### src/include/mem_stage_cfg.svh
`ifndef MEM_STAGE_CFG_SVH
`define MEM_STAGE_CFG_SVH

// datapath widths
`define MS_XLEN   32
`define MS_RF_AW  5

// load kind code width
`define MS_OP_W   3

// load kinds carried in the execute record
`define MS_OP_NONE  3'd0
`define MS_OP_LD_B  3'd1
`define MS_OP_LD_BU 3'd2
`define MS_OP_LD_H  3'd3
`define MS_OP_LD_HU 3'd4
`define MS_OP_LD_W  3'd5

`endif

### src/hw/mem_stage_pkg.sv
`default_nettype none

`include "mem_stage_cfg.svh"

package mem_stage_pkg;

    typedef logic [`MS_XLEN-1:0]  word_t;
    typedef logic [`MS_RF_AW-1:0] rf_addr_t;
    typedef logic [`MS_OP_W-1:0]  mem_op_t;

    // load data buffer
    typedef enum logic [0:0] {
        BUF_EMPTY,
        BUF_FULL
    } buf_state_t;

    // 73-bit record from execute
    typedef struct packed {
        word_t    pc;
        mem_op_t  op;
        logic     rf_we;
        rf_addr_t rf_waddr;
        word_t    alu_result;
    } ex_to_mem_t;

    // 71-bit record to writeback
    // rf_wdata holds the bad address when ale is set
    typedef struct packed {
        word_t    pc;
        logic     rf_we;
        rf_addr_t rf_waddr;
        word_t    rf_wdata;
        logic     ale;
    } mem_to_wb_t;

    // 8-bit bypass record for decode
    typedef struct packed {
        logic     valid;
        logic     we;
        rf_addr_t waddr;
        logic     load_pending;
    } mem_fwd_t;

endpackage

`default_nettype wire

### src/hw/mem_pipe_reg.sv
`default_nettype none

module mem_pipe_reg (
    input  logic                       clk,
    input  logic                       resetn,

    // from execute
    input  logic                       es_to_ms_valid,
    input  mem_stage_pkg::ex_to_mem_t  es_to_ms_bus,

    // from merge logic and writeback
    input  logic                       ready_go,
    input  logic                       ws_allowin,
    input  logic                       except_flush,

    output logic                       ms_allowin,
    output logic                       ms_valid,
    output logic                       ms_to_ws_valid,
    output mem_stage_pkg::ex_to_mem_t  ms_payload
);

    logic take_in;

    // empty or current instruction can move on
    assign ms_allowin = !ms_valid || (ready_go && ws_allowin);

    assign take_in = es_to_ms_valid && ms_allowin;

    // flush hides the record in the same cycle
    assign ms_to_ws_valid = ms_valid && ready_go && !except_flush;

    always_ff @(posedge clk) begin
        if (!resetn) begin
            ms_valid <= 1'b0;
        end else if (except_flush) begin
            ms_valid <= 1'b0;
        end else if (ms_allowin) begin
            ms_valid <= es_to_ms_valid;
        end
    end

    // payload only moves on a transfer
    always_ff @(posedge clk) begin
        if (take_in) begin
            ms_payload <= es_to_ms_bus;
        end
    end

endmodule

`default_nettype wire

### src/hw/mem_rdata_buf.sv
`default_nettype none

module mem_rdata_buf (
    input  logic                  clk,
    input  logic                  resetn,
    input  logic                  ms_valid,
    input  logic                  leave,
    input  logic                  except_flush,
    input  logic                  data_sram_data_ok,
    input  mem_stage_pkg::word_t  data_sram_rdata,
    output logic                  have_data,
    output mem_stage_pkg::word_t  held_rdata
);

    mem_stage_pkg::buf_state_t state;
    mem_stage_pkg::buf_state_t state_nxt;
    mem_stage_pkg::word_t      rdata_q;
    logic                      capture;

    assign capture = (state == mem_stage_pkg::BUF_EMPTY) && ms_valid && data_sram_data_ok;

    always_comb begin
        state_nxt = state;
        // leaving wins over a same-cycle data_ok
        if (leave || except_flush) begin
            state_nxt = mem_stage_pkg::BUF_EMPTY;
        end else if (capture) begin
            state_nxt = mem_stage_pkg::BUF_FULL;
        end
    end

    always_ff @(posedge clk) begin
        if (!resetn) begin
            state <= mem_stage_pkg::BUF_EMPTY;
        end else begin
            state <= state_nxt;
        end
    end

    always_ff @(posedge clk) begin
        if (capture) begin
            rdata_q <= data_sram_rdata;
        end
    end

    assign have_data  = (state == mem_stage_pkg::BUF_FULL) || data_sram_data_ok;
    // live word on the strobe and stored copy after
    assign held_rdata = (state == mem_stage_pkg::BUF_FULL) ? rdata_q : data_sram_rdata;

endmodule

`default_nettype wire

### src/hw/mem_ale_check.sv
`default_nettype none

`include "mem_stage_cfg.svh"

module mem_ale_check (
    input  mem_stage_pkg::mem_op_t  op,
    input  mem_stage_pkg::word_t    addr,
    output logic                    ale,
    output mem_stage_pkg::word_t    bad_addr
);

    logic is_half;
    logic is_word;
    logic half_mis;
    logic word_mis;

    assign is_half = (op == `MS_OP_LD_H) || (op == `MS_OP_LD_HU);
    assign is_word = (op == `MS_OP_LD_W);

    // halfword needs bit 0 clear
    assign half_mis = is_half && addr[0];

    // word needs both low bits clear
    assign word_mis = is_word && (addr[1:0] != 2'b00);

    // byte loads are always aligned
    assign ale = half_mis || word_mis;

    assign bad_addr = addr;

endmodule

`default_nettype wire

### src/hw/mem_result_merge.sv
`default_nettype none

`include "mem_stage_cfg.svh"

module mem_result_merge (
    input  logic                       ms_valid,
    input  mem_stage_pkg::ex_to_mem_t  ms_payload,
    input  logic                       have_data,
    input  mem_stage_pkg::word_t       held_rdata,
    input  logic                       ale,
    input  mem_stage_pkg::word_t       bad_addr,
    output logic                       ready_go,
    output mem_stage_pkg::mem_to_wb_t  ms_to_ws_bus,
    output mem_stage_pkg::mem_fwd_t    ms_fwd
);

    logic                 is_load;
    logic                 is_signed;
    logic [1:0]           offset;
    logic [7:0]           byte_lane;
    logic [15:0]          half_lane;
    mem_stage_pkg::word_t load_data;
    mem_stage_pkg::word_t result;

    assign is_load   = (ms_payload.op != `MS_OP_NONE);
    assign is_signed = (ms_payload.op == `MS_OP_LD_B) || (ms_payload.op == `MS_OP_LD_H);
    assign offset    = ms_payload.alu_result[1:0];

    // a misaligned load never gets data_ok
    assign ready_go = !is_load || ale || have_data;

    always_comb begin
        case (offset)
            2'b00:   byte_lane = held_rdata[7:0];
            2'b01:   byte_lane = held_rdata[15:8];
            2'b10:   byte_lane = held_rdata[23:16];
            default: byte_lane = held_rdata[31:24];
        endcase
    end

    assign half_lane = offset[1] ? held_rdata[31:16] : held_rdata[15:0];

    always_comb begin
        case (ms_payload.op)
            `MS_OP_LD_B, `MS_OP_LD_BU: begin
                load_data = {{(`MS_XLEN-8){is_signed && byte_lane[7]}}, byte_lane};
            end
            `MS_OP_LD_H, `MS_OP_LD_HU: begin
                load_data = {{(`MS_XLEN-16){is_signed && half_lane[15]}}, half_lane};
            end
            default: begin
                load_data = held_rdata;
            end
        endcase
    end

    // exception reports the faulting address instead
    always_comb begin
        if (ale) begin
            result = bad_addr;
        end else if (is_load) begin
            result = load_data;
        end else begin
            result = ms_payload.alu_result;
        end
    end

    assign ms_to_ws_bus.pc       = ms_payload.pc;
    assign ms_to_ws_bus.rf_we    = ms_payload.rf_we && !ale;
    assign ms_to_ws_bus.rf_waddr = ms_payload.rf_waddr;
    assign ms_to_ws_bus.rf_wdata = result;
    assign ms_to_ws_bus.ale      = ale;

    // decode stalls while load_pending is up
    assign ms_fwd.valid        = ms_valid;
    assign ms_fwd.we           = ms_valid && ms_payload.rf_we && !ale;
    assign ms_fwd.waddr        = ms_payload.rf_waddr;
    assign ms_fwd.load_pending = ms_valid && is_load && !ale && !have_data;

endmodule

`default_nettype wire

### src/hw/mem_stage.sv
`default_nettype none

module mem_stage (
    input  logic                       clk,
    input  logic                       resetn,

    // execute side
    input  logic                       es_to_ms_valid,
    input  mem_stage_pkg::ex_to_mem_t  es_to_ms_bus,
    output logic                       ms_allowin,

    // writeback side
    input  logic                       ws_allowin,
    output logic                       ms_to_ws_valid,
    output mem_stage_pkg::mem_to_wb_t  ms_to_ws_bus,

    // data memory response
    input  logic                       data_sram_data_ok,
    input  mem_stage_pkg::word_t       data_sram_rdata,

    input  logic                       except_flush,

    // bypass to decode
    output mem_stage_pkg::mem_fwd_t    ms_fwd
);

    logic                       ms_valid;
    logic                       ready_go;
    logic                       leave;
    logic                       have_data;
    logic                       ale;
    mem_stage_pkg::ex_to_mem_t  ms_payload;
    mem_stage_pkg::word_t       held_rdata;
    mem_stage_pkg::word_t       bad_addr;

    assign leave = ms_to_ws_valid && ws_allowin;

    mem_pipe_reg u_pipe_reg (
        .clk            (clk),
        .resetn         (resetn),
        .es_to_ms_valid (es_to_ms_valid),
        .es_to_ms_bus   (es_to_ms_bus),
        .ready_go       (ready_go),
        .ws_allowin     (ws_allowin),
        .except_flush   (except_flush),
        .ms_allowin     (ms_allowin),
        .ms_valid       (ms_valid),
        .ms_to_ws_valid (ms_to_ws_valid),
        .ms_payload     (ms_payload)
    );

    mem_rdata_buf u_rdata_buf (
        .clk               (clk),
        .resetn            (resetn),
        .ms_valid          (ms_valid),
        .leave             (leave),
        .except_flush      (except_flush),
        .data_sram_data_ok (data_sram_data_ok),
        .data_sram_rdata   (data_sram_rdata),
        .have_data         (have_data),
        .held_rdata        (held_rdata)
    );

    // the address is the alu result of the load
    mem_ale_check u_ale_check (
        .op       (ms_payload.op),
        .addr     (ms_payload.alu_result),
        .ale      (ale),
        .bad_addr (bad_addr)
    );

    mem_result_merge u_result_merge (
        .ms_valid     (ms_valid),
        .ms_payload   (ms_payload),
        .have_data    (have_data),
        .held_rdata   (held_rdata),
        .ale          (ale),
        .bad_addr     (bad_addr),
        .ready_go     (ready_go),
        .ms_to_ws_bus (ms_to_ws_bus),
        .ms_fwd       (ms_fwd)
    );

endmodule

`default_nettype wire

### config.mk
export PLATFORM = sky130hd
export DESIGN_NAME = mem_stage
export DESIGN_NICKNAME = d
export VERILOG_FILES = /design/src/hw/mem_stage_pkg.sv /design/src/hw/mem_pipe_reg.sv /design/src/hw/mem_rdata_buf.sv /design/src/hw/mem_ale_check.sv /design/src/hw/mem_result_merge.sv /design/src/hw/mem_stage.sv
export VERILOG_INCLUDE_DIRS = /design/src /design/src/include
export SDC_FILE = /design/constraint.sdc
export NUM_CORES = 1
export LEC_CHECK = 0
export BUFFER_PORTS_ARGS = -buffer_cell sky130_fd_sc_hd__buf_2
export CAP_MARGIN = 15
export CORE_MARGIN = 3
export CORE_UTILIZATION = 43
export DETAILED_ROUTE_END_ITERATION = 16
export GPL_ROUTABILITY_DRIVEN = 1
export PLACE_DENSITY = 0.67
export SLEW_MARGIN = 40
export SYNTH_ARGS = -nofsm -noshare
export SYNTH_HDL_FRONTEND = slang
export SYNTH_SLANG_ARGS = --single-unit
### constraint.sdc
create_clock -name clk -period 5.4 [get_ports clk]
set_clock_uncertainty 0.1 [all_clocks]
set_input_delay 0.27 -clock clk [delete_from_list [all_inputs] [get_ports clk]]
set_output_delay 0.27 -clock clk [all_outputs]
set_load 0.02 [all_outputs]
Word-level counts from Yosys, hierarchy flattened
Cells that the tools add are included.
{ "classes": {"bitwise_logic": 2, "div": 0, "mux": 6, "order_cmp": 0, "n_shift": 0, "eq_ne": 7, "n_mul": 0, "reduce_logical": 37, "n_addsub": 0} }
{ "ops": {"columns": ["cell", "count"], "rows": [
  ["two-way mux 32 bit", 3],
  ["case mux 32 bit (2 select lines)", 1],
  ["case mux 8 bit (3 select lines)", 1],
  ["logical AND 1 bit", 17],
  ["two-way mux 16 bit", 1],
  ["logical OR 1 bit", 8],
  ["OR reduction 2 bit", 4],
  ["equality test 3 x 2 -> 1 bit, second input constant", 2],
  ["equality test 3 bit, second input constant", 2],
  ["logical NOT 1 bit", 5],
  ["equality test 3 x 1 -> 1 bit, second input constant", 1],
  ["nonzero test 3 bit", 1],
  ["equality test 2 x 1 -> 1 bit, second input constant", 1],
  ["equality test 2 bit, second input constant", 1],
  ["logical NOT 2 bit", 1],
  ["inverter 1 bit", 2],
  ["nonzero test 2 bit", 1]
]} }
{ "word_totals": {"reg_bits": 107, "memories": 0, "romBits": 0, "elab_cells": 60, "latch_bits": 0, "ramBits": 0, "out_inout_bits": 81, "input_bits": 111} }

Longest topological paths before layout
Gate-level depths: netlist (run 1).
{ "logic_depth": {"depth_word": 11, "mapped_depth": 8, "ltp_nobuf": 5} }

Cells and area by module
A second synthesis (run 1) with hierarchy kept.
{ "unflattened": {"cells_unflattened": 481, "hier_area_um2": 5931.9} }
{ "modules_own_cells": {"columns": ["module", "n_inst", "seq_area_each_um2", "cells_per_inst", "area_per_inst_um2"], "rows": [
  ["mem_pipe_reg", 1, 2212.1, 81, 2260.9],
  ["mem_result_merge", 1, 0.0, 289, 1836.8],
  ["mem_rdata_buf", 1, 980.9, 74, 1559.0],
  ["mem_ale_check", 1, 0.0, 36, 269.0],
  ["mem_stage", 1, 0.0, 1, 6.3]
]} }

Worst setup path after synthesis (run 1)
Ideal clock, no wire load.
{ "synth_timing": {"path_type": "flip-flop to flip-flop", "from": "reg, netlist name u_pipe_reg.ms_payload[39]", "to": "reg, netlist name u_pipe_reg.ms_payload[0]", "setup_time_ns": 0.439, "path_buffers": 1, "path_stages_with_launch": 7, "arrival_ns": 3.479, "t_required_ns": 4.861, "slack_ns": 1.382, "path_cell_list": "edfxtp_1 clkbuf_1 and3b_1 o21a_1 nor4_1 o21ai_0 and2_1"} }
{ "synth_between": {"elab_chain_cells": 9, "elab_cells_between_ends": 14} }
{ "synth_lines": {"columns": ["element", "line_no", "source"], "rows": [
  ["equality test 3 x 2 -> 1 bit (no line) / equality test 3 bit (equally long branches)", null, null],
  ["logical OR 1 bit", "mem_ale_check.sv:17", "assign is_half = (op == `MS_OP_LD_H) || (op == `MS_OP_LD_HU);"],
  ["logical AND 1 bit", "mem_ale_check.sv:21", "assign half_mis = is_half && addr[0];"],
  ["logical OR 1 bit", "mem_ale_check.sv:27", "assign ale = half_mis || word_mis;"],
  ["logical OR 1 bit * (2 in a row)", "mem_result_merge.sv:30", "assign ready_go = !is_load || ale || have_data;"],
  ["logical AND 1 bit *", "mem_pipe_reg.sv:25", "assign ms_allowin = !ms_valid || (ready_go && ws_allowin);"],
  ["logical OR 1 bit *", "mem_pipe_reg.sv:25", null],
  ["via ms_allowin", "mem_stage.sv:10", "output logic ms_allowin,"],
  ["logical AND 1 bit *", "mem_pipe_reg.sv:27", "assign take_in = es_to_ms_valid && ms_allowin;"],
  ["via u_pipe_reg.take_in", "mem_pipe_reg.sv:22", "logic take_in;"]
]} }
The timed path passes the listed nets; every way through them passes the cells marked *.
A chain may end at the register's enable or synchronous reset.

==> flow_summary_export.csv, run 1 <==
group,metric,value,unit
cts,cts_tree,"done",
sta,slew_violations,0,
route,drt_pass1_iterations,5,
synthesis,ys_top_cells_by_count,"edfxtp_1, buf_4, nor2_1, mux2_2, o21ai_0",
cts,clock_latency,360,ps
synthesis,syn-cell-area,5309,um^2
die,die_w,117.1,um
critical_path,reg2reg_depth,7,
die,die_area,13720,um^2
synthesis,synth_top_area_share,59.39,%
die,io_pins,192,
sta,fin_crit,3590,ps
power,total_power,2067,uW
cts,ctsResizeCount,0,
critical_path,cp_max_fo,49,
final_layout,synthToLayoutAreaGrowth,36.08,%
cts,cts.sinks,107,
synthesis,synth_xor_area_share,0.1650,%
synthesis,synth.largest_area_cell,"edfxtp_1",
route,drt-vias-per-instance,5.178,
cts,cts_buffers,9,
synthesis,synth_area_per_cell,13.11,um^2
cts,clk_path_buf_depth,2,
min_path,worstHoldStart,"data_sram_rdata[7]",
critical_path,crit_type,"flop to output pin",
die,dieHeight,117.1,um
synthesis,async_flop_share,0,%
place,io_buffer_count,191,
final_layout,regArea,3194,um^2
die,coreArea,11760,um^2
cts,ctsHtreeMaxLevel,3,
critical_path,crit_slowest_cell,"a21boi_4",
critical_path,max_stage_delay,560,ps
global_route,grt-ovfl-total,0,
critical_path,critPathRequiredTime,5030,ps
final_layout,multiInputGateArea,1668,um^2
sta,fin_ws,1810,ps
global_route,antenna_found_initial,0,
die,start_util,45.14,%
critical_path,crit_chain,"buf_4, mux2_2, nor3b_1, or4_1, a21boi_4, a31oi_1, buf_2",
sta,fin_crit_sh,66.48,%
power,switching_share,28.94,%
sta,setup_viol,0,
sta,hold_slack,9.608,ps
route,routed_wirelength,15340,um
cts,path_clk_slew,70,ps
min_path,hold_depth,1,
synthesis,synthTopCellsByArea,"edfxtp_1, buf_4, mux2_2, mux4_2, nor2_1",
run_status,status,"finished clean",
route,wl_per_cell,19.35,um
route,drt_iter0_drc,259,
synthesis,synth.distinct_cells,41,
synthesis,yosysWarnings,0,
flow_run,cap_viol_max_count,0,
synthesis,synth_compound_area_share,11.10,%
min_path,worstHoldPathType,"primary input to flop",
final_layout,fill_cells,923,
power,seqPwrFrac,47.2,%
sta,hold_viol,0,
synthesis,synthSimpleGateAreaFrac,7.683,%
place,dp.final_hpwl,10290,um
power,leakage,0.002869,uW
power,p_switching,598.2,uW
cts,cts-root-buf,"clkbuf_16",
synthesis,dominantRegCellSynth,"edfxtp_1",
synthesis,synth.most_common_cell,"edfxtp_1",
route,antenna_left,0,
sta,setup_tns,0,ps
critical_path,cp_data_arrival_time,3220,ps
die,rows,39,
critical_path,timing.rr.start,"u_pipe_reg.ms_payload[1]",
power,power.clock.fraction,32.3,%
sta,fmax,278.6,MHz
route,drc_errors,0,
synthesis,synth_top_family_by_area,"multiplexers",
critical_path,crit_path_start_kind,"flop",
critical_path,crit_path_end_kind,"output pin",
place,pre_cts_ws,2179,ps
power,irDropWorstVdd,0.2751,mV
place,dp_cells,697,
sta,max_slew_margin,47.55,%
final_layout,final-instance-count-excl-fill,793,
final_layout,final_nets,735,
power,power_density,286.1,nW/um^2
synthesis,muxShareOfSynthArea,12.23,%
synthesis,synth_fa_ha_area_share,0,%
synthesis,synthCells,405,
power,comb_power_share,20.5,%
route,vias,4106,
global_route,grt_max_degree,50,
synthesis,syn_nets,516,
global_route,grt_pass1_vias,4312,
power,p_int,1469,uW
synthesis,ys_ff_latch,107,
synthesis,synth-edff-count,105,
global_route,grt_usage,22.89,%
final_layout,layout-drive-gt1-share,42.13,%
sta,rsz0062_at_grt,"false",
final_layout,diodes,0,
sta,tightest_slew,780.7,ps
critical_path,crit_start,"u_rdata_buf.state",
place,gp_congestion,0.7889,
synthesis,seq_area_frac_synth,60.15,%
global_route,grt_pass1_wl,23250,um
cell usage in the layout (no fill, tap or decap), drive strengths merged, types with 2 or more instances in the layout:
| cell type | n |
|---|---|
| nor2 | 42 |
| nor2b | 2 |
| o21ai | 23 |
| nand2 | 20 |
| and2 | 4 |
| a31oi | 17 |
| a32oi | 7 |
| dlygate4sd3 | 80 |
| or2 | 3 |
| nor3b | 2 |
| inv | 8 |
| and3 | 2 |
| mux2i | 3 |
| mux4 | 13 |
| a211oi | 2 |
| clkinv | 3 |
| clkbuf | 9 |
| buf | 197 |
| edfxtp | 105 |
| mux2 | 29 |
| o21a | 14 |
| nand2b | 3 |
| nor3 | 2 |
| dfxtp | 2 |
| a21oi | 21 |
| and3b | 2 |
flip-flops by register name (all words and copies together) (netlist names):
name,count
u_rdata_buf.state,1
u_pipe_reg.ms_payload,73
u_rdata_buf.rdata_q,32
u_pipe_reg.ms_valid,1
worst paths after layout:
| check | end | slack [ps] |
|---|---|---|
| worst max register to register | u_pipe_reg.ms_payload[53] | 2430 |
| worst min-delay path | u_rdata_buf.rdata_q[7] | 10 |
| worst max-delay path | ms_to_ws_bus[27] | 1810 |
| worst min register to register | u_rdata_buf.state | 480 |
what timing repair did:
action                                 CTS  global route
hold buffers                            79             1
buffers inserted                         0             0
endpoints found under the hold margin   79             1
power groups by stage:
| stage | sequential [uW] | combinational (uW) | clock [uW] |
|---|---|---|---|
| 2_1_floorplan | 988 | 249 | 0 |
| 3_3_place_gp | 993 | 360 | 0 |
| 3_5_place_dp | 993 | 375 | 0 |
| 4_1_cts | 975 | 420 | 678 |
| 5_1_grt | 980 | 455 | 712 |
| 6_report | 976 | 424 | 668 |
cell type report:
class | count | share of cell area, %
Sequential cell | 107 | 44.22
Multi-Input combinational cell | 225 | 23.09
Timing Repair Buffer | 277 | 25.49
Clock buffer | 9 | 3.117
Tap cell | 164 | 2.840
Clock inverter | 7 | 1.039
Inverter | 4 | 0.2078
layer usage:
layer  vias up  global-route usage, %  part of all wire, %
met5         -                      0                    0
met4         0                  7.339                  2.3
met3        24                  8.432                  9.3
met2       206                  38.26                   50
met1      1955                  27.65                   39
li1       1921                      -                    -
stage by stage:
| step | util (%) | cell area, um^2 |
|---|---|---|
| after floorplan | - | 5309 |
| after global placement | 51.52 | 6058 |
| after detailed placement | 52.05 | 6121 |
| after CTS | 61.33 | 7212 |
| after global routing | 61.43 | 7224 |
| final | 61.43 | 7224 |
critical path, delay by kind of cell, from the launching register on:
kind / cells / cell delay, ps
AOI/OAI and AO/OA: 2 / 750
buffers and inverters: 2 / 730
and+or+nand+nor: 2 / 610
muxes: 1 / 430
DFF: 1 / 320
kinds of logic (layout without fill, tap and decap cells):
family	count (synthesis)	count (layout)
DFF	107	107
buffers and inverters	73	297
xor gates and xnor gates	1	1
muxes	45	45
AOI/OAI and AO/OA	91	91
and+or+nand+nor	88	88
Note: power is estimated with default switching activity, not from simulation.
==> run 2: changes to the inputs <==
==> constraint.sdc (replaced) <==
create_clock -name clk -period 3.74 [get_ports clk]
set_clock_uncertainty 0.1 [all_clocks]
set_input_delay 0.187 -clock clk [delete_from_list [all_inputs] [get_ports clk]]
set_output_delay 0.187 -clock clk [all_outputs]
set_load 0.02 [all_outputs]
==> flow_summary_export.csv, run 2 (same netlist as run 1, synthesis figures left out) <==
group,metric,value,unit
power,power_density,398.5,nW/um^2
power,leakage,0.002989,uW
critical_path,critPathRequiredTime,3450,ps
route,antenna_left,0,
power,irDropWorstVdd,0.4525,mV
die,start_util,45.14,%
cts,clk_path_buf_depth,2,
min_path,holdPathEnd,"u_pipe_reg.ms_payload[54]",
cts,ctsHoldBuffers,109,
cts,cts_buffers,9,
global_route,grt_pass1_wl,23780,um
cts,cts_tree,"done",
critical_path,r2r_setup_slack,860,ps
critical_path,crit_path_end_kind,"output pin",
global_route,grt_pass1_vias,4462,
route,vias,4314,
final_layout,final_common_cell,"buf_2",
route,drt-vias-per-instance,5.235,
min_path,worstHoldPathType,"primary input to flop",
cts,path_clk_slew,80,ps
critical_path,reg2reg_depth,6,
final_layout,fill_cells,890,
run_status,status,"finished clean",
die,dieHeight,117.1,um
sta,fin_ws,433.7,ps
critical_path,cp_data_arrival_time,3020,ps
critical_path,crit_path_start_kind,"flop",
sta,slew_violations,0,
cts,cts-root-buf,"clkbuf_16",
place,dp_cells,697,
cts,ctsResizeCount,0,
cts,post-cts-setup-buffer-count,0,
die,coreArea,11760,um^2
sta,max_slew_margin,53.88,%
critical_path,timing.rr.start,"u_pipe_reg.ms_payload[1]",
final_layout,layout-drive-gt1-share,40.36,%
sta,tightest_slew,686.5,ps
cts,ctsHtreeMaxLevel,3,
place,gp_congestion,0.8301,
route,wl_per_cell,19.15,um
global_route,grt_max_degree,47,
sta,fmax,302.5,MHz
final_layout,final_nets,765,
final_layout,final_cell_mix,"buf_2, dlygate4sd3_1, edfxtp_1",
min_path,hold_depth,2,
final_layout,final-instance-count-excl-fill,824,
route,drt_pass1_iterations,5,
global_route,antenna_found_initial,0,
die,die_area,13720,um^2
final_layout,synthToLayoutAreaGrowth,41.50,%
cts,clock_latency,360,ps
flow_run,cap_viol_max_count,0,
route,drt_iter0_drc,230,
final_layout,top_regs,"u_pipe_reg.ms_payload: 73 flops, u_rdata_buf.rdata_q: 32 flops",
die,rows,39,
cts,cts.sinks,107,
min_path,worstHoldStart,"es_to_ms_bus[54]",
sta,setup_viol,0,
place,pre_cts_ws,858.3,ps
final_layout,largest_register_ffs,73,
die,io_pins,192,
global_route,grt_usage,23.45,%
critical_path,cp_max_fo,25,
final_layout,regMostFlops,"u_pipe_reg.ms_payload",
place,io_buffer_count,191,
sta,hold_viol,0,
critical_path,crit_start,"u_rdata_buf.state",
die,die_w,117.1,um
sta,fin_crit,3306,ps
route,drc_errors,0,
critical_path,r2r_end,"u_pipe_reg.ms_payload[37]",
global_route,grt-ovfl-total,0,
critical_path,crit_type,"flop to output pin",
sta,setup_tns,0,ps
sta,fin_crit_sh,88.40,%
route,routed_wirelength,15780,um
sta,rsz0062_at_grt,"false",
place,dp.final_hpwl,10520,um
==> run 2: per-stage QoR <==
step | total power [uW] | area [um^2] | hold WS, ps | utilization, %
after detailed placement | 1970 | 6093 | 265.1 | 51.81
after CTS | 2997 | 7480 | 413.4 | 63.60
after global routing | 3112 | 7510 | 428.7 | 63.86
after floorplan | 1785 | 5310 | 185.9 | -
final | 2994 | 7512 | 430.5 | 63.88
after global placement | 1961 | 6093 | 262.9 | 51.81
==> run 2: area by class of cell <==
type,count,area [um^2],share of cell area (%)
tap,164,205.2,2.732
antenna,1,2.502,0.03331
timing repair buffer,307,2132,28.38
inverter,4,15.01,0.1999
clock buffer,9,225.2,2.998
multi-input combinational,225,1668,22.20
clock inverter,7,70.07,0.9327
sequential,107,3194,42.52
==> run 2: per-layer routing <==
metal / GRT usage [%] / share of wire (%) / up-vias
met1: 29.58 / 40 / 2076
met4: 9.098 / 2.7 / 0
met3: 7.301 / 8.2 / 31
met2: 38.00 / 49 / 222
li1: - / - / 1985
met5: 0 / 0 / -
==> run 2: worst max-delay path by stage <==
| stage | slack [ps] | endpoint | depth (start not counted) |
|---|---|---|---|
| 3_5_place_dp | 860 | u_pipe_reg.ms_payload[48] | 6 |
| 2_1_floorplan | 490 | u_pipe_reg.ms_payload[0] | 6 |
| 5_1_grt | 290 | ms_to_ws_bus[25] | 7 |
| 6_report | 430 | ms_to_ws_bus[25] | 7 |
| 3_3_place_gp | 960 | ms_to_ws_bus[24] | 7 |
| 4_1_cts | 480 | ms_to_ws_bus[28] | 7 |
==> run 2: where the power goes <==
group / internal [uW] / switching [uW] / leakage (uW)
combinational: 278 / 356 / 0.00183
clock: 470 / 477 / 0.000141
sequential: 1380 / 30.0 / 0.00102
total: 2130 / 863 / 0.00299
==> run 2: critical path, stage by stage (launching register included) <==
cell and delay, ps:
dfxtp_2 410, buf_4 380, mux2i_1 150, and3_1 210, or4_1 730, a21boi_4 300, a31oi_1 260, buf_2 200
